[src/hdl/uop_pkg.sv]
package uop_pkg;

    localparam int XLEN      = 32;
    localparam int REG_IDX_W = 5;
    localparam int TAG_W     = 4;
    localparam int MEM_OP_W  = 4;

    // register values, addresses and results
    typedef logic [XLEN-1:0]      word_t;
    typedef logic [REG_IDX_W-1:0] reg_idx_t;
    typedef logic [TAG_W-1:0]     tag_t;    // commit order

    // memory operation carried by the micro-op
    typedef enum logic [MEM_OP_W-1:0] {
        MEM_NONE = 4'd0,
        MEM_LB   = 4'd1,
        MEM_LH   = 4'd2,
        MEM_LW   = 4'd3,
        MEM_LBU  = 4'd4,
        MEM_LHU  = 4'd5,
        MEM_SB   = 4'd6,
        MEM_SH   = 4'd7,
        MEM_SW   = 4'd8
    } mem_op_t;

    // four-phase handshake toward L1
    typedef enum logic [1:0] {
        BUS_IDLE    = 2'd0,
        BUS_REQ     = 2'd1,   // req high until ack
        BUS_RELEASE = 2'd2,   // req low until ack low
        BUS_DONE    = 2'd3
    } bus_state_t;

endpackage

[src/hdl/bus_pkg.sv]
package bus_pkg;

    localparam int L1_ADDR_W = 32;
    localparam int L1_DATA_W = 32;
    localparam int L1_MASK_W = L1_DATA_W / 8;   // one bit per byte lane

    typedef logic [L1_ADDR_W-1:0] l1_addr_t;
    typedef logic [L1_DATA_W-1:0] l1_data_t;
    typedef logic [L1_MASK_W-1:0] byte_mask_t;

endpackage

[src/hdl/mem_op_decode.sv]
`timescale 1ns/1ns

module mem_op_decode
    import uop_pkg::*;
    import bus_pkg::*;
(
    input  logic       clk_i,
    input  logic       rstn_i,
    input  logic       uop_valid_i,
    input  mem_op_t    uop_op_i,
    input  word_t      uop_a_i,
    input  word_t      uop_b_i,
    input  word_t      uop_imm_i,
    input  reg_idx_t   uop_rd_i,
    input  tag_t       uop_tag_i,
    input  logic       take_i,
    output logic       s1_valid_o,
    output mem_op_t    s1_op_o,
    output word_t      s1_addr_o,
    output l1_data_t   s1_wdata_o,
    output byte_mask_t s1_mask_o,
    output reg_idx_t   s1_rd_o,
    output tag_t       s1_tag_o,
    output logic       stall_o
);

    logic       load;
    word_t      addr;
    byte_mask_t mask;
    l1_data_t   wdata;

    assign load    = !s1_valid_o || take_i;   // empty, or draining this cycle
    assign stall_o = s1_valid_o && !take_i;

    always_comb begin
        // non-memory ops carry their result in the address field
        addr = (uop_op_i == MEM_NONE) ? uop_a_i : uop_a_i + uop_imm_i;

        case (uop_op_i)
            MEM_LB, MEM_LBU, MEM_SB: mask = byte_mask_t'(4'b0001 << addr[1:0]);
            MEM_LH, MEM_LHU, MEM_SH: mask = addr[1] ? 4'b1100 : 4'b0011;
            MEM_LW, MEM_SW:          mask = 4'b1111;
            default:                 mask = '0;
        endcase

        // move store data into its byte lanes
        case (uop_op_i)
            MEM_SB:  wdata = l1_data_t'(uop_b_i[7:0]) << {addr[1:0], 3'b000};
            MEM_SH:  wdata = l1_data_t'(uop_b_i[15:0]) << {addr[1], 4'b0000};
            MEM_SW:  wdata = uop_b_i;
            default: wdata = '0;
        endcase
    end

    always_ff @(posedge clk_i) begin
        if (!rstn_i) begin
            s1_valid_o <= 1'b0;
        end else if (load) begin
            s1_valid_o <= uop_valid_i;
        end
    end

    always_ff @(posedge clk_i) begin
        if (load && uop_valid_i) begin
            s1_op_o    <= uop_op_i;
            s1_addr_o  <= addr;
            s1_wdata_o <= wdata;
            s1_mask_o  <= mask;
            s1_rd_o    <= uop_rd_i;
            s1_tag_o   <= uop_tag_i;
        end
    end

endmodule

[src/hdl/data_bus_unit.sv]
`timescale 1ns/1ns

module data_bus_unit
    import uop_pkg::*;
    import bus_pkg::*;
(
    input  logic       clk_i,
    input  logic       rstn_i,
    input  logic       s1_valid_i,
    input  mem_op_t    s1_op_i,
    input  word_t      s1_addr_i,
    input  l1_data_t   s1_wdata_i,
    input  byte_mask_t s1_mask_i,
    input  reg_idx_t   s1_rd_i,
    input  tag_t       s1_tag_i,
    output logic       take_o,
    output logic       l1_req_o,
    output logic       l1_we_o,
    output l1_addr_t   l1_addr_o,
    output l1_data_t   l1_wdata_o,
    output byte_mask_t l1_wmask_o,
    input  logic       l1_ack_i,
    input  l1_data_t   l1_rdata_i,
    output logic       s2_valid_o,
    output mem_op_t    s2_op_o,
    output word_t      s2_data_o,
    output logic [1:0] s2_byte_sel_o,
    output reg_idx_t   s2_rd_o,
    output tag_t       s2_tag_o
);

    bus_state_t state_q;
    bus_state_t state_d;

    mem_op_t    op_q;
    word_t      addr_q;
    l1_data_t   wdata_q;
    byte_mask_t mask_q;
    reg_idx_t   rd_q;
    tag_t       tag_q;
    word_t      data_q;     // result for non-memory ops, read data for loads

    logic       take_item;
    logic       is_store;

    assign take_o    = (state_q == BUS_IDLE) || (state_q == BUS_DONE);
    assign take_item = take_o && s1_valid_i;
    assign is_store  = op_q inside {MEM_SB, MEM_SH, MEM_SW};

    always_comb begin
        state_d = state_q;
        case (state_q)
            BUS_IDLE, BUS_DONE: begin
                if (s1_valid_i) begin
                    state_d = (s1_op_i == MEM_NONE) ? BUS_DONE : BUS_REQ;
                end else begin
                    state_d = BUS_IDLE;
                end
            end
            BUS_REQ: begin
                if (l1_ack_i) begin
                    state_d = BUS_RELEASE;
                end
            end
            BUS_RELEASE: begin
                // ack must be seen low before the next req
                if (!l1_ack_i) begin
                    state_d = BUS_DONE;
                end
            end
            default: state_d = BUS_IDLE;
        endcase
    end

    always_ff @(posedge clk_i) begin
        if (!rstn_i) begin
            state_q <= BUS_IDLE;
        end else begin
            state_q <= state_d;
        end
    end

    always_ff @(posedge clk_i) begin
        if (take_item) begin
            op_q    <= s1_op_i;
            addr_q  <= s1_addr_i;
            wdata_q <= s1_wdata_i;
            mask_q  <= s1_mask_i;
            rd_q    <= s1_rd_i;
            tag_q   <= s1_tag_i;
            data_q  <= s1_addr_i;
        end else if (state_q == BUS_REQ && l1_ack_i && !is_store) begin
            data_q <= l1_rdata_i;   // rdata valid while ack high
        end
    end

    // item registers hold the bus side stable while req is high
    assign l1_req_o   = (state_q == BUS_REQ);
    assign l1_we_o    = is_store;
    assign l1_addr_o  = {addr_q[L1_ADDR_W-1:2], 2'b00};
    assign l1_wdata_o = wdata_q;
    assign l1_wmask_o = mask_q;

    assign s2_valid_o    = (state_q == BUS_DONE);
    assign s2_op_o       = op_q;
    assign s2_data_o     = data_q;
    assign s2_byte_sel_o = addr_q[1:0];
    assign s2_rd_o       = rd_q;
    assign s2_tag_o      = tag_q;

endmodule

[src/hdl/load_align.sv]
`timescale 1ns/1ns

module load_align
    import uop_pkg::*;
(
    input  logic       clk_i,
    input  logic       rstn_i,
    input  logic       s2_valid_i,
    input  mem_op_t    s2_op_i,
    input  word_t      s2_data_i,
    input  logic [1:0] s2_byte_sel_i,
    input  reg_idx_t   s2_rd_i,
    input  tag_t       s2_tag_i,
    output logic       wb_valid_o,
    output logic       wb_we_o,
    output reg_idx_t   wb_rd_o,
    output word_t      wb_data_o,
    output tag_t       wb_tag_o
);

    word_t       shifted;
    logic [7:0]  lane_b;
    logic [15:0] lane_h;
    word_t       ext;
    logic        we;

    always_comb begin
        shifted = s2_data_i >> {s2_byte_sel_i, 3'b000};
        lane_b  = shifted[7:0];
        lane_h  = s2_byte_sel_i[1] ? s2_data_i[31:16] : s2_data_i[15:0];

        case (s2_op_i)
            MEM_LB:           ext = {{24{lane_b[7]}}, lane_b};
            MEM_LBU:          ext = {24'b0, lane_b};
            MEM_LH:           ext = {{16{lane_h[15]}}, lane_h};
            MEM_LHU:          ext = {16'b0, lane_h};
            MEM_LW, MEM_NONE: ext = s2_data_i;
            default:          ext = '0;     // stores write back nothing
        endcase

        // x0 is never written
        we = !(s2_op_i inside {MEM_SB, MEM_SH, MEM_SW}) && (s2_rd_i != '0);
    end

    always_ff @(posedge clk_i) begin
        if (!rstn_i) begin
            wb_valid_o <= 1'b0;
        end else begin
            wb_valid_o <= s2_valid_i;   // one-cycle pulse per item
        end
    end

    always_ff @(posedge clk_i) begin
        if (s2_valid_i) begin
            wb_we_o   <= we;
            wb_rd_o   <= s2_rd_i;
            wb_data_o <= ext;
            wb_tag_o  <= s2_tag_i;
        end
    end

endmodule

[src/hdl/mem_stage.sv]
`timescale 1ns/1ns

module mem_stage
    import uop_pkg::*;
    import bus_pkg::*;
(
    input  logic       clk_i,
    input  logic       rstn_i,
    input  logic       uop_valid_i,
    input  mem_op_t    uop_op_i,
    input  word_t      uop_a_i,
    input  word_t      uop_b_i,
    input  word_t      uop_imm_i,
    input  reg_idx_t   uop_rd_i,
    input  tag_t       uop_tag_i,
    output logic       stall_o,
    output logic       l1_req_o,
    output logic       l1_we_o,
    output l1_addr_t   l1_addr_o,
    output l1_data_t   l1_wdata_o,
    output byte_mask_t l1_wmask_o,
    input  logic       l1_ack_i,
    input  l1_data_t   l1_rdata_i,
    output logic       wb_valid_o,
    output logic       wb_we_o,
    output reg_idx_t   wb_rd_o,
    output word_t      wb_data_o,
    output tag_t       wb_tag_o
);

    // decode -> bus unit
    logic       s1_valid;
    mem_op_t    s1_op;
    word_t      s1_addr;
    l1_data_t   s1_wdata;
    byte_mask_t s1_mask;
    reg_idx_t   s1_rd;
    tag_t       s1_tag;
    logic       take;

    // bus unit -> align
    logic       s2_valid;
    mem_op_t    s2_op;
    word_t      s2_data;
    logic [1:0] s2_byte_sel;
    reg_idx_t   s2_rd;
    tag_t       s2_tag;

    mem_op_decode i_mem_op_decode (
        .clk_i       (clk_i),
        .rstn_i      (rstn_i),
        .uop_valid_i (uop_valid_i),
        .uop_op_i    (uop_op_i),
        .uop_a_i     (uop_a_i),
        .uop_b_i     (uop_b_i),
        .uop_imm_i   (uop_imm_i),
        .uop_rd_i    (uop_rd_i),
        .uop_tag_i   (uop_tag_i),
        .take_i      (take),
        .s1_valid_o  (s1_valid),
        .s1_op_o     (s1_op),
        .s1_addr_o   (s1_addr),
        .s1_wdata_o  (s1_wdata),
        .s1_mask_o   (s1_mask),
        .s1_rd_o     (s1_rd),
        .s1_tag_o    (s1_tag),
        .stall_o     (stall_o)
    );

    data_bus_unit i_data_bus_unit (
        .clk_i         (clk_i),
        .rstn_i        (rstn_i),
        .s1_valid_i    (s1_valid),
        .s1_op_i       (s1_op),
        .s1_addr_i     (s1_addr),
        .s1_wdata_i    (s1_wdata),
        .s1_mask_i     (s1_mask),
        .s1_rd_i       (s1_rd),
        .s1_tag_i      (s1_tag),
        .take_o        (take),
        .l1_req_o      (l1_req_o),
        .l1_we_o       (l1_we_o),
        .l1_addr_o     (l1_addr_o),
        .l1_wdata_o    (l1_wdata_o),
        .l1_wmask_o    (l1_wmask_o),
        .l1_ack_i      (l1_ack_i),
        .l1_rdata_i    (l1_rdata_i),
        .s2_valid_o    (s2_valid),
        .s2_op_o       (s2_op),
        .s2_data_o     (s2_data),
        .s2_byte_sel_o (s2_byte_sel),
        .s2_rd_o       (s2_rd),
        .s2_tag_o      (s2_tag)
    );

    load_align i_load_align (
        .clk_i         (clk_i),
        .rstn_i        (rstn_i),
        .s2_valid_i    (s2_valid),
        .s2_op_i       (s2_op),
        .s2_data_i     (s2_data),
        .s2_byte_sel_i (s2_byte_sel),
        .s2_rd_i       (s2_rd),
        .s2_tag_i      (s2_tag),
        .wb_valid_o    (wb_valid_o),
        .wb_we_o       (wb_we_o),
        .wb_rd_o       (wb_rd_o),
        .wb_data_o     (wb_data_o),
        .wb_tag_o      (wb_tag_o)
    );

endmodule

[config.mk]
export PLATFORM = sky130hd
export DESIGN_NAME = mem_stage
export DESIGN_NICKNAME = d
export VERILOG_FILES = /design/src/hdl/uop_pkg.sv /design/src/hdl/bus_pkg.sv /design/src/hdl/mem_op_decode.sv /design/src/hdl/data_bus_unit.sv /design/src/hdl/load_align.sv /design/src/hdl/mem_stage.sv
export SDC_FILE = /design/constraint.sdc
export NUM_CORES = 1
export LEC_CHECK = 0
export BUFFER_PORTS_ARGS = -buffer_cell sky130_fd_sc_hd__buf_4
export CORE_MARGIN = 2
export CORE_UTILIZATION = 54
export DETAILED_ROUTE_END_ITERATION = 7
export HOLD_SLACK_MARGIN = 0.08
export PLACE_DENSITY = 0.76
export RECOVER_POWER = 100
export SYNTH_ARGS = -nofsm -noshare
export SYNTH_HDL_FRONTEND = slang
export SYNTH_SLANG_ARGS = --single-unit
[constraint.sdc]
create_clock -name clk_i -period 5.98 [get_ports clk_i]
set_input_delay 1.196 -clock clk_i [delete_from_list [all_inputs] [get_ports clk_i]]
set_output_delay 1.196 -clock clk_i [all_outputs]
set_load 0.005 [all_outputs]
==> flow_metrics.tcl <==
set metrics [dict create \
    status "finished with violations" \
    violations "max-capacitance violations, max-slew violations" \
    globalRouteOverflowTotal 0 \
    grt_pass1_wl_um 38040 \
    hold_violations 0 \
    ys_seq_elements 240 \
    seq_area_um2 7167 \
    io_buffers 256 \
    fmax_mhz 226.2 \
    ant_nets 0 \
    stdcell_area_um2 13640 \
    cp-start-kind "register" \
    grt_busiest_layer "met2" \
    synth.avg_cell_area_um2 13.47 \
    cp.required_ns 6.11 \
    slew_violations 234 \
    async_flop_share 0 \
    cts_setup_buffers 0 \
    num_vias 7306 \
    nets 1225 \
    cts_buffer_depth 3 \
    multi_input_area_um2 3401 \
    die_w_um 146.9 \
    fin_crit_ns 4.420 \
    powerDensity_nw_per_um2 356.3 \
    ir_drop_mv 0.1770 \
    insertion_delay_ns 0.51 \
    cts_root_buf "clkbuf_16" \
    grt_pass1_vias 7024 \
    die_area_um2 21580 \
    synthMostInstantiatedCell "edfxtp_1" \
    tightest_slew_ns 2.078 \
    area_growth_syn_to_layout_pct 23.71 \
    nFillCells 1541 \
    gp_congestion 0.8935 \
    ys_seq_area_frac 0.6498 \
    cts_resized 0 \
    grtUsageMet3 0.03789 \
    syn_area_um2 11030 \
    htree_levels 1 \
    cp_data_arrival_time_ns 4.55 \
    slew_headroom -0.3854 \
    slowest_delay_ns 1.38 \
    holdBufCountCts 0 \
    finalSetupTns_ns 0 \
    ioPinCount 259 \
    use_met2 0.3641 \
    synthCells 819 \
    synth_area_leaders "edfxtp_1, ha_1, mux2_2" \
    dp_hpwl_um 18840 \
    p_leak_uw 0.005384 \
    synth_edf_count 236 \
    cap_violations 5 \
    path_cells "inv_1 -> ha_1 -> nand2_1 -> clkbuf_1 -> clkinvlp_2 -> buf_4" \
    worst_hold_path_type "reg2reg" \
    coreArea_um2 20170 \
    fin_skew_ns 0.01834 \
    synth_common_cells "edfxtp_1, nand2_1, a21oi_1, nor2_1, o21ai_0" \
    numCtsBuffers 24 \
    drt-wirelength-per-cell_um 18.86 \
    rrSetupSlack_ns 1.56 \
    start_util 0.5468 \
    yosysTopAreaCellShare 0.6425 \
    grt_max_degree 82 \
    crit_path_max_fanout 71 \
    dpl_cell_area_um2 13010 \
    critPathKind "reg2reg" \
    grt_setup_unrepaired "false" \
    first_pass_iters 6 \
    ys_types 57 \
    finalWirelength_um 25200 \
    drtIter0Drc 558 \
    drive_gt1_frac 0.2700 \
    yosysTopAreaCell "edfxtp_1" \
    clk_pin_slew_ns 0.06 \
    synth-main-ff-cell "edfxtp_1" \
    antenna_found_initial 1 \
    crit_path_end_kind "register" \
    drcViolationCount 0 \
    grt_usage 0.2268 \
    cts.sinks 240 \
    grtUsageMet1 0.3108 \
    setup_viol 0 \
    via_per_inst 5.469 \
    dieHeight_um 146.9 \
    yosys_warnings 0 \
    cpMaxStageDelayCell "clkbuf_1" \
    cts_tree "built" \
    min_period_over_period 0.7392 \
    rows 52 \
]
## where the power goes
group | switching (uW) | internal [uW]
sequential | 147 | 2280
combinational | 497 | 387
clock | 607 | 944
## worst paths after layout
kind | startpoint | to | cells past startpoint
setup reg to reg | i_data_bus_unit.state_q[0] | i_data_bus_unit.addr_q[20] | 6
setup / recovery | i_data_bus_unit.state_q[0] | i_data_bus_unit.addr_q[20] | 6
hold / removal | i_mem_op_decode.s1_rd_o[4] | i_data_bus_unit.s2_rd_o[4] | 0
hold reg to reg | i_mem_op_decode.s1_rd_o[4] | i_data_bus_unit.s2_rd_o[4] | 0
## per-stage QoR
stage / hold WS (ns) / setup slack (ns) / power [uW] / util / cells
3_5_place_dp: 0.4045 / 1.829 / 3387 / 0.6450 / 1289
3_3_place_gp: 0.4007 / 1.919 / 3367 / 0.6450 / 1289
2_1_floorplan: 0.4003 / 0.7127 / 2981 / - / 820
4_1_cts: 0.4188 / 2.353 / 4938 / 0.6864 / 1333
6_report: 0.4161 / 1.560 / 4861 / 0.6765 / 1336
5_1_grt: 0.4234 / 1.180 / 5064 / 0.6762 / 1334
## layout make-up
cell class                      instances  share of cell area
Antenna cell                            3           0.0005502
Clock buffer                           32             0.04768
Clock inverter                         12             0.01339
Inverter                               18            0.005044
Multi-Input combinational cell        496              0.2492
Sequential cell                       240              0.5253
Tap cell                              270             0.02476
Timing Repair Buffer                  265              0.1341
## placed cells by master (no fill, tap or decap), types with 6 or more instances in the layout
| master | n |
|---|---|
| clkbuf_4 | 95 |
| mux2_2 | 23 |
| inv_1 | 17 |
| clkbuf_16 | 24 |
| buf_4 | 127 |
| nand2_1 | 59 |
| and2_1 | 7 |
| nor2_1 | 51 |
| a21oi_1 | 55 |
| o21ai_0 | 45 |
| a21o_1 | 32 |
| a221o_1 | 14 |
| nor3_1 | 13 |
| mux2i_1 | 9 |
| xnor2_1 | 15 |
| and2_0 | 8 |
| nand3_1 | 9 |
| a22oi_1 | 9 |
| clkbuf_1 | 48 |
| ha_1 | 34 |
| xor2_1 | 16 |
| a31oi_1 | 10 |
| mux2_1 | 10 |
| edfxtp_1 | 236 |
| nand2b_1 | 6 |
| a22o_1 | 16 |
## layer usage
layer  vias up  wire length, um
met5         -                0
met4         0              930
met3        55             1656
met2       288            12060
met1      3427            10550
li1       3536                -
## registers in the layout (all words and copies together), names as in the netlist, 2 cells and up
signal,count
i_mem_op_decode.s1_wdata_o,32
i_load_align.wb_tag_o,4
i_data_bus_unit.s2_tag_o,4
i_data_bus_unit.s2_op_o,4
i_data_bus_unit.l1_wdata_o,32
i_mem_op_decode.s1_tag_o,4
i_mem_op_decode.s1_mask_o,4
i_load_align.wb_data_o,32
i_data_bus_unit.l1_wmask_o,4
i_data_bus_unit.s2_data_o,32
i_mem_op_decode.s1_op_o,4
i_data_bus_unit.s2_rd_o,5
i_load_align.wb_rd_o,5
i_data_bus_unit.state_q,2
i_mem_op_decode.s1_addr_o,32
i_mem_op_decode.s1_rd_o,5
i_data_bus_unit.addr_q,32
## cell families after synthesis
family,share of synthesized area
AOI/OAI and AO/OA,0.1280
other,0.0003400
xor gates and xnor gates,0.02462
and+or+nand+nor,0.07317
buffers and inverters,0.03982
muxes,0.04390
adders and majority gates,0.04039
DFF,0.6498
## worst max-delay path, delay by kind of cell (launching register included)
family	cells	cell delay, ns
adders and majority gates	1	0.33
DFF	1	0.38
buffers and inverters	4	3.20
and+or+nand+nor	1	0.08
(Power assumes the default switching activity.)
